--- src/rtl/llc_pkg.sv ---
/*
  Geometry and types of the second-level cache.
  4 ways, 8 sets, 32-byte lines, 32-bit byte addresses.
  Changing the geometry here also needs the line type in rv32i_types.
*/

package llc_pkg;

    localparam int S_OFFSET = 5;
    localparam int S_INDEX  = 3;
    localparam int S_TAG    = 32 - S_OFFSET - S_INDEX;
    localparam int NUM_SETS = 1 << S_INDEX;
    localparam int NUM_WAYS = 4;

    typedef logic [S_TAG-1:0]           llc_tag_t;
    typedef logic [S_INDEX-1:0]         llc_index_t;
    typedef logic [$clog2(NUM_WAYS)-1:0] llc_way_t;
    // one bit per way, used for hit, valid, dirty and load strobes
    typedef logic [NUM_WAYS-1:0]        llc_waymask_t;
    // tree pseudo-LRU state of one set
    typedef logic [NUM_WAYS-2:0]        plru_bits_t;

    typedef enum logic [2:0] {
        ST_IDLE,
        ST_COMPARE,
        ST_WRITEBACK,
        ST_ALLOCATE,
        ST_RESPOND
    } llc_state_t;

endpackage : llc_pkg

--- src/rtl/llc_ctrl_if.sv ---
/*
  Control and status between the cache controller and its datapath.
  Status is combinational from the addressed set; strobes are single cycle.
*/

`timescale 1ns/1ps

interface llc_ctrl_if import llc_pkg::*; ();

    // status from the datapath
    llc_waymask_t hit;
    llc_waymask_t valid;
    llc_waymask_t dirty;
    llc_way_t     victim;

    // control from the controller
    llc_waymask_t tag_load;
    llc_waymask_t line_load;
    logic         line_src_mem;
    logic         set_dirty;
    logic         clr_dirty;
    logic         addr_wb;
    logic         plru_touch;
    llc_way_t     sel_way;

    modport ctrl (
        input  hit, valid, dirty, victim,
        output tag_load, line_load, line_src_mem, set_dirty, clr_dirty,
        output addr_wb, plru_touch, sel_way
    );

    modport dp (
        output hit, valid, dirty, victim,
        input  tag_load, line_load, line_src_mem, set_dirty, clr_dirty,
        input  addr_wb, plru_touch, sel_way
    );

endinterface : llc_ctrl_if

--- src/rtl/cache_control.sv ---
/*
  Blocking LLC controller. One request at a time, held until mem_resp_o.
  A hit answers two cycles after the request is first seen.
  Memory strobes are held until pmem_resp_i.
*/

`timescale 1ns/1ps

module cache_control import llc_pkg::*; (
    input  logic     clk,
    input  logic     rst_n_i,
    llc_ctrl_if.ctrl ctrl,
    input  logic     mem_read_i,
    input  logic     mem_write_i,
    output logic     mem_resp_o,
    input  logic     pmem_resp_i,
    output logic     pmem_read_o,
    output logic     pmem_write_o
);

    llc_state_t   state_q;
    llc_state_t   state_d;
    llc_way_t     hit_way;
    llc_waymask_t victim_mask;
    logic         is_hit;
    logic         victim_dirty;

    // hit vector is one-hot, so a plain scan encodes it
    always_comb begin
        hit_way = '0;
        for (int w = 0; w < NUM_WAYS; w++) begin
            if (ctrl.hit[w]) begin
                hit_way = llc_way_t'(w);
            end
        end
    end

    assign is_hit       = |ctrl.hit;
    assign victim_mask  = llc_waymask_t'(1) << ctrl.victim;
    assign victim_dirty = ctrl.valid[ctrl.victim] & ctrl.dirty[ctrl.victim];

    always_ff @(posedge clk or negedge rst_n_i) begin
        if (!rst_n_i) begin
            state_q <= ST_IDLE;
        end else begin
            state_q <= state_d;
        end
    end

    always_comb begin
        state_d           = state_q;
        ctrl.tag_load     = '0;
        ctrl.line_load    = '0;
        ctrl.line_src_mem = 1'b0;
        ctrl.set_dirty    = 1'b0;
        ctrl.clr_dirty    = 1'b0;
        ctrl.addr_wb      = 1'b0;
        ctrl.plru_touch   = 1'b0;
        ctrl.sel_way      = ctrl.victim;
        mem_resp_o        = 1'b0;
        pmem_read_o       = 1'b0;
        pmem_write_o      = 1'b0;
        unique case (state_q)
            ST_IDLE: begin
                if (mem_read_i || mem_write_i) begin
                    state_d = ST_COMPARE;
                end
            end
            ST_COMPARE: begin
                ctrl.sel_way = hit_way;
                if (is_hit) begin
                    state_d = ST_RESPOND;
                end else if (victim_dirty) begin
                    state_d = ST_WRITEBACK;
                end else begin
                    state_d = ST_ALLOCATE;
                end
            end
            ST_WRITEBACK: begin
                // victim line goes out at its own address
                pmem_write_o = 1'b1;
                ctrl.addr_wb = 1'b1;
                if (pmem_resp_i) begin
                    state_d = ST_ALLOCATE;
                end
            end
            ST_ALLOCATE: begin
                pmem_read_o       = 1'b1;
                ctrl.line_src_mem = 1'b1;
                if (pmem_resp_i) begin
                    ctrl.tag_load  = victim_mask;
                    ctrl.line_load = victim_mask;
                    ctrl.clr_dirty = 1'b1;
                    state_d        = ST_COMPARE;
                end
            end
            ST_RESPOND: begin
                // address still held, so hit is still valid here
                ctrl.sel_way    = hit_way;
                ctrl.plru_touch = 1'b1;
                mem_resp_o      = 1'b1;
                if (mem_write_i) begin
                    ctrl.line_load = ctrl.hit;
                    ctrl.set_dirty = 1'b1;
                end
                state_d = ST_IDLE;
            end
            default: begin
                state_d = ST_IDLE;
            end
        endcase
    end

endmodule : cache_control

--- src/flat_wrapper.sv ---
// flat-port wrapper written by rule: the top's interface ports become plain ports
module cache_control_flat import llc_pkg::*;
  (clk, rst_n_i, mem_read_i, mem_write_i, mem_resp_o, pmem_resp_i, pmem_read_o, pmem_write_o, ctrl_hit, ctrl_valid, ctrl_dirty, ctrl_victim, ctrl_tag_load, ctrl_line_load, ctrl_line_src_mem, ctrl_set_dirty, ctrl_clr_dirty, ctrl_addr_wb, ctrl_plru_touch, ctrl_sel_way);
  llc_ctrl_if ctrl_i ();
  input  logic clk;
  input  logic rst_n_i;
  input  logic mem_read_i;
  input  logic mem_write_i;
  output logic mem_resp_o;
  input  logic pmem_resp_i;
  output logic pmem_read_o;
  output logic pmem_write_o;
  input wire logic [$bits(ctrl_i.hit)-1:0] ctrl_hit;
  input wire logic [$bits(ctrl_i.valid)-1:0] ctrl_valid;
  input wire logic [$bits(ctrl_i.dirty)-1:0] ctrl_dirty;
  input wire logic [$bits(ctrl_i.victim)-1:0] ctrl_victim;
  output wire logic [$bits(ctrl_i.tag_load)-1:0] ctrl_tag_load;
  output wire logic [$bits(ctrl_i.line_load)-1:0] ctrl_line_load;
  output wire logic [$bits(ctrl_i.line_src_mem)-1:0] ctrl_line_src_mem;
  output wire logic [$bits(ctrl_i.set_dirty)-1:0] ctrl_set_dirty;
  output wire logic [$bits(ctrl_i.clr_dirty)-1:0] ctrl_clr_dirty;
  output wire logic [$bits(ctrl_i.addr_wb)-1:0] ctrl_addr_wb;
  output wire logic [$bits(ctrl_i.plru_touch)-1:0] ctrl_plru_touch;
  output wire logic [$bits(ctrl_i.sel_way)-1:0] ctrl_sel_way;
  assign ctrl_i.hit = ctrl_hit;
  assign ctrl_i.valid = ctrl_valid;
  assign ctrl_i.dirty = ctrl_dirty;
  assign ctrl_i.victim = ctrl_victim;
  assign ctrl_tag_load = ctrl_i.tag_load;
  assign ctrl_line_load = ctrl_i.line_load;
  assign ctrl_line_src_mem = ctrl_i.line_src_mem;
  assign ctrl_set_dirty = ctrl_i.set_dirty;
  assign ctrl_clr_dirty = ctrl_i.clr_dirty;
  assign ctrl_addr_wb = ctrl_i.addr_wb;
  assign ctrl_plru_touch = ctrl_i.plru_touch;
  assign ctrl_sel_way = ctrl_i.sel_way;
  cache_control u_core (.clk(clk), .rst_n_i(rst_n_i), .ctrl(ctrl_i), .mem_read_i(mem_read_i), .mem_write_i(mem_write_i), .mem_resp_o(mem_resp_o), .pmem_resp_i(pmem_resp_i), .pmem_read_o(pmem_read_o), .pmem_write_o(pmem_write_o));
endmodule
--- config.mk ---
export PLATFORM = sky130hd
export DESIGN_NAME = cache_control_flat
export DESIGN_NICKNAME = d
export VERILOG_FILES = /design/src/rtl/llc_pkg.sv /design/src/rtl/llc_ctrl_if.sv /design/src/rtl/cache_control.sv /design/src/flat_wrapper.sv
export SDC_FILE = /design/constraint.sdc
export NUM_CORES = 1
export LEC_CHECK = 0
export BUFFER_PORTS_ARGS = -buffer_cell sky130_fd_sc_hd__buf_2
export CAP_MARGIN = 30
export CORE_MARGIN = 10
export CORE_UTILIZATION = 24
export DETAILED_ROUTE_END_ITERATION = 8
export PLACE_DENSITY = 0.66
export SKIP_LAST_GASP = 1
export SYNTH_ARGS = -nofsm -noshare
export SYNTH_HDL_FRONTEND = slang
export SYNTH_SLANG_ARGS = --single-unit
export TNS_END_PERCENT = 30
--- constraint.sdc ---
create_clock -name clk -period 1.6 [get_ports clk]
set_input_delay 0.24 -clock clk [delete_from_list [all_inputs] [get_ports clk]]
set_output_delay 0.24 -clock clk [all_outputs]
set_load 0.005 [all_outputs]
Word-level counts from Yosys, hierarchy flattened
Cells that the tools add are included.

cells by class
  $lt $le $gt $ge = 1
  shift-type cells = 1
  equal/unequal tests = 7
  reductions and logical operators = 5
  mux-type cells = 25
  bitwise gates (word level) = 1

operator list
  cell                 count
  $mux 3               4
  $mux 4               3
  $pmux 3 s4           1
  $mux 1               11
  $pmux 4 s2           1
  $eq 3x2->1 const B   2
  $mux 2               3
  $bmux 1 s2           2
  $ne 2x2->1 const B   2
  $reduce_or 4->1      1
  $shl 1x2->4 const A  1
  $eq 3x1->1 const B   1
  $eq 3x3->1 const B   1
  $logic_not 3->1      1
  $lt 2x3->1 const B   1
  $reduce_and 3->1     1
  $ne 2x1->1 const B   1
  $reduce_or 2->1      1
  $and 1x1->1          1
  $logic_or 1x1->1     1

word-level totals
  register bits after elaboration = 3
  input bits = 19
  output and inout port bits = 18
  word-level logic and storage cells = 41

Logic depth before layout (Yosys ltp)
  depth in word-level cells = 6
  mapped depth = 5
  gate-level depth less buffers = 4

Worst setup path after synthesis
OpenSTA, ideal clock, no wires.

  path kind = flip-flop to output port
  from = register u_core.state_q[0]
  to = output port ctrl_sel_way[0]
  required time = 1.360 ns
  setup slack = 0.291 ns
  path buffers = 1
  arrival = 1.069 ns
  cell stages (with the launch flop) = 5
  cell sequence = dfrtp_1 -> buf_4 -> nand2b_1 -> a21oi_2 -> mux2i_1

on the way
  longest elaborated chain between the ends = 3
  elaborated cells between the ends (all ways) = 4
  classes of those cells = eq/ne (2); mux (1); reduce/logical (1)

RTL lines
  what                                             RTL line             RTL
  from (decl)                                      cache_control.sv:21  llc_state_t state_q;
  from (signal assigned)                           cache_control.sv:46  state_q <= state_d;
  $eq 3x1->1 / $eq 3x3->1 (equally long branches)  cache_control.sv:63  unique case (state_q)
  $reduce_or 2->1 (no source line) (*)             n/a
  $mux 2 (*)                                       cache_control.sv:63
  to (decl)                                        flat_wrapper.sv:24   output wire logic [$bits(ctrl_i.sel_way)-1:0] ctrl_sel_way;

Every way passes the cells marked *; elsewhere a longest branch is shown, timed or not.

Worst setup path after layout
  from = register u_core.state_q[2]
  to = output port ctrl_sel_way[1]

Same word-level chain as after synthesis.

==> report_table.html <==
<table>
<tr><th>Metric</th><th>Value</th></tr>
<tr><th colspan="2">Timing</th></tr>
<tr><td>Setup repair after global routing missed its margin</td><td>true</td></tr>
<tr><td>Setup-failing EPs final</td><td>0</td></tr>
<tr><td>Max frequency</td><td>636 MHz</td></tr>
<tr><td>Clock Skews</td><td>0.000873 ns</td></tr>
<tr><td>Transition time at the pin with the least slew margin</td><td>0.287 ns</td></tr>
<tr><td>Number of max-slew violations in the final report</td><td>0</td></tr>
<tr><td>Max-slew headroom at the worst pin</td><td>80.7%</td></tr>
<tr><td>Final hold violation count</td><td>0</td></tr>
<tr><td>Setup slack of the critical path after layout</td><td>0.0280 ns</td></tr>
<tr><td>Final worst-path cycle share</td><td>98.3%</td></tr>
<tr><td>Final period demand of the worst path</td><td>1.57 ns</td></tr>
<tr><th colspan="2">Status</th></tr>
<tr><td>Result of the run</td><td>completed</td></tr>
<tr><th colspan="2">Global route</th></tr>
<tr><td>Wire length of the first global-routing pass</td><td>2.50 mm</td></tr>
<tr><td>Antenna violations before repair</td><td>0</td></tr>
<tr><td>Maximum number of pins on one net before global-route repair</td><td>9</td></tr>
<tr><td>Grt ovf</td><td>0</td></tr>
<tr><td>Vias in the first global route</td><td>607</td></tr>
<tr><td>Total GRT Usage</td><td>8.85%</td></tr>
<tr><th colspan="2">Power and ir drop</th></tr>
<tr><td>Pleak</td><td>0.428 nW</td></tr>
<tr><td>Clock power share</td><td>14.6%</td></tr>
<tr><td>Internal power summed over all cells</td><td>0.000589 W</td></tr>
<tr><td>Power per unit of standard cell area</td><td>1270 nW/um2</td></tr>
<tr><td>Highest ir drop seen on vdd</td><td>0.394 mV</td></tr>
<tr><td>Net load switching power</td><td>0.000353 W</td></tr>
<tr><td>Switching Fraction</td><td>37.5%</td></tr>
<tr><td>Reg power frac</td><td>18.5%</td></tr>
<tr><td>Comb pwr share</td><td>66.8%</td></tr>
<tr><th colspan="2">Cells and area</th></tr>
<tr><td>Post-layout net count</td><td>116</td></tr>
<tr><td>Registers with the most flip-flops</td><td>u_core.state_q (3)</td></tr>
<tr><td>Fill cell count</td><td>156</td></tr>
<tr><td>Final design area excluding fillers</td><td>742 um2</td></tr>
<tr><td>Largest reg by FF count</td><td>u_core.state_q</td></tr>
<tr><td>Antenna diode count</td><td>0</td></tr>
<tr><td>Number of flip-flops under the largest register name</td><td>3</td></tr>
<tr><td>Layout-stage area growth over the synthesis result</td><td>80.8%</td></tr>
<tr><td>Layout cell share with drive strength beyond 1</td><td>70.8%</td></tr>
<tr><th colspan="2">Placed design</th></tr>
<tr><td>Half-perimeter wire length of the detailed placement result</td><td>1.33 mm</td></tr>
<tr><td>Total cell area at the placement stage</td><td>588 um2</td></tr>
<tr><td>Setup WS pre-CTS</td><td>0.144 ns</td></tr>
<tr><td>Global placer's final weighted congestion</td><td>0.735</td></tr>
<tr><td>Number of buffers inserted by port buffering</td><td>36</td></tr>
<tr><th colspan="2">Synth</th></tr>
<tr><td>Mean post-synth cell area</td><td>8.38 um2</td></tr>
<tr><td>Dominant combinational cell family by area after synthesis</td><td>simple AND/OR/NAND/NOR gates</td></tr>
<tr><td>Post-synthesis compound-gate area fraction</td><td>22.3%</td></tr>
<tr><td>Count of yosys warnings during synthesis</td><td>0</td></tr>
<tr><td>Proportion of synthesized area in mux cells</td><td>4.88%</td></tr>
<tr><td>Xor/xnor cell area share of the yosys netlist</td><td>0%</td></tr>
<tr><td>Synth unique cells</td><td>24</td></tr>
<tr><td>Sequential element share of the synthesized area</td><td>18.3%</td></tr>
<tr><td>Share of synthesized cell area in and, or, nand and nor gates</td><td>40.9%</td></tr>
<tr><td>Post-synthesis adder-cell area fraction</td><td>0%</td></tr>
<tr><td>Number of nets produced by synthesis</td><td>68</td></tr>
<tr><td>Post-synthesis register bit count</td><td>3</td></tr>
<tr><td>Post-synth design cell area</td><td>410 um2</td></tr>
<tr><td>Instance count of the mapped netlist</td><td>49</td></tr>
<tr><th colspan="2">Critical path</th></tr>
<tr><td>Length in cells of the worst reg-to-reg path</td><td>3</td></tr>
<tr><td>Required time of the critical path</td><td>1.36 ns</td></tr>
<tr><td>Crit path capture type</td><td>output pin</td></tr>
<tr><td>R2R Path End</td><td>u_core.state_q[0]$_DFFE_PN0P_</td></tr>
<tr><td>Worst setup path class</td><td>reg -&gt; out</td></tr>
<tr><td>Launch point of the worst reg-to-reg path</td><td>u_core.state_q[1]$_DFFE_PN0P_</td></tr>
<tr><td>R2R setup slack</td><td>0.45 ns</td></tr>
<tr><td>Critical path launch point type</td><td>flop</td></tr>
<tr><td>CP arrival</td><td>1.33 ns</td></tr>
<tr><td>Maximum net fanout on the critical path</td><td>7</td></tr>
<tr><th colspan="2">Clock network</th></tr>
<tr><td>Clock buffers created by TritonCTS</td><td>3</td></tr>
<tr><td>Clock tree from TritonCTS</td><td>built</td></tr>
<tr><td>Clock slew seen by the registers of the worst setup and hold paths</td><td>0.04 ns</td></tr>
<tr><td># H-tree levels</td><td>1</td></tr>
<tr><td>Longest Clk Path Bufs</td><td>2</td></tr>
<tr><td>CTS Sinks</td><td>3</td></tr>
<tr><td>Clock root buffer master</td><td>clkbuf_4</td></tr>
<tr><td>Worst-Skew Late Latency</td><td>0.24 ns</td></tr>
<tr><th colspan="2">Floorplan</th></tr>
<tr><td>Boundary Pins</td><td>37</td></tr>
<tr><td>Starting density of the core</td><td>26.3%</td></tr>
<tr><td>DIE WIDTH</td><td>61.4 um</td></tr>
<tr><td>Placeable core area</td><td>1560 um2</td></tr>
<tr><td>Overall die height</td><td>61.4 um</td></tr>
<tr><td>Total Die Area</td><td>3760 um2</td></tr>
<tr><td>Cell Rows</td><td>14</td></tr>
<tr><th colspan="2">Detailed routing</th></tr>
<tr><td>Number of detailed-routing iterations run before antenna repair</td><td>4</td></tr>
<tr><td>Via density</td><td>4.71</td></tr>
<tr><td>Count of antenna-violating nets left after detailed routing</td><td>0</td></tr>
<tr><td>Post-detailed-routing wire length</td><td>1.61 mm</td></tr>
<tr><td>DRC violation total after the first TritonRoute iteration</td><td>7</td></tr>
<tr><td>DRC violation count after routing</td><td>0</td></tr>
<tr><td>Vias after detailed routing</td><td>528</td></tr>
<tr><td>Detail-routed net length per standard cell</td><td>14.4 um</td></tr>
<tr><th colspan="2">Min path</th></tr>
<tr><td>Worst min-delay path class</td><td>in -&gt; reg</td></tr>
<tr><td>Cell count of the worst hold path</td><td>2</td></tr>
<tr><td>Worst Min Path Start</td><td>pmem_resp_i</td></tr>
<tr><td>Worst-case hold path end point</td><td>u_core.state_q[1]$_DFFE_PN0P_</td></tr>
<tr><th colspan="2">Run</th></tr>
<tr><td>Max Cap Viol</td><td>0</td></tr>
</table>
## cell usage after synthesis
cell type	instances	share of area [%]
o21ai_0	2	2.4
nand2b_1	2	3.0
nor3_1	4	4.9
a21oi_1	2	2.4
nor4_4	1	5.2
a21oi_2	2	4.3
dfrtp_1	3	18
nand2_1	2	1.8
buf_4	5	9.1
nand4b_1	2	4.3
nand4bb_1	1	2.7
nor2_1	5	4.6
nor3_2	1	2.4
and4bb_2	1	3.0
nand3_1	1	1.2
a21o_1	2	3.7
nand4b_4	1	5.8
a21o_2	1	2.1
mux2i_1	2	4.9
o31a_1	1	2.1
inv_1	5	4.6
nand3b_1	1	1.8
a311oi_2	1	3.7
o22ai_1	1	1.5
## worst max-delay path, cell delays in order (launching register included)
cell and delay [ns]:
dfrtp_2 0.44, nand2b_4 0.18, a21oi_4 0.15, mux2i_1 0.20, buf_2 0.13
## metrics by stage
step	cells	utilization, %	setup TNS [ns]	hold slack (ns)	power (W)
after global routing	112	47.6	-0.177	0.280	0.00101
after detailed placement	98	37.7	0	0.0371	0.000581
final	112	47.6	0	0.279	0.000942
after global placement	98	37.7	0	0.0370	0.000567
after floorplan	49	-	0	-0.0556	0.000443
after CTS	108	44.5	-0.0239	0.271	0.000889
## layer usage
layer	GRT usage, %	share of wire [%]
met1	8.84	41
met2	14.6	46
met3	4.73	11
met4	4.78	1.4
met5	0	0
## worst max path at each step
stage                                        startpoint           endpoint  depth (start not counted)
after global placement    u_core.state_q[0]$_DFFE_PN0P_  ctrl_line_load[3]                          5
after detailed placement  u_core.state_q[2]$_DFFE_PN0P_    ctrl_sel_way[1]                          4
after CTS                 u_core.state_q[1]$_DFFE_PN0P_  ctrl_line_load[1]                          4
final                     u_core.state_q[2]$_DFFE_PN0P_    ctrl_sel_way[1]                          4
after floorplan           u_core.state_q[0]$_DFFE_PN0P_    ctrl_sel_way[0]                          4
after global routing      u_core.state_q[2]$_DFFE_PN0P_  ctrl_line_load[1]                          5
## cells by family after synthesis
kind of cell,after synthesis
buf+inv,10
compound gates,12
flops,3
mux,2
simple gates,22
## power by group through the flow
stage	Clock (W)	Combinational (W)	Sequential, W
after floorplan	0	0.000313	0.000130
after global placement	0	0.000398	0.000169
after detailed placement	0	0.000405	0.000176
after CTS	0.000143	0.000573	0.000173
after global routing	0.000154	0.000676	0.000183
final	0.000138	0.000629	0.000175
## cell usage in the layout (no fill, tap or decap), types with 3 or more instances in the layout
cell,n
buf_2,36
buf_4,9
nor2_1,5
inv_1,4
nor3_2,3
clkbuf_4,3
dfrtp_2,3
## cell type report
cell class	instances	area (um2)	share of cell area, %
multi-input combinational	36	318	42.8
timing repair buffer	48	280	37.8
sequential	3	78.8	10.6
clock buffer	4	26.3	3.54
tap	16	20.0	2.70
inverter	5	18.8	2.53
## what timing repair did
action	4_1_cts	5_1_grt
endpoints found under the setup margin	9	8
hold buffers	1	0
buffers inserted	5	4
hold endpoints to repair	3	0
resized for setup	7	7
pin swaps	2	4
Note: power is estimated with default switching activity, not from simulation.
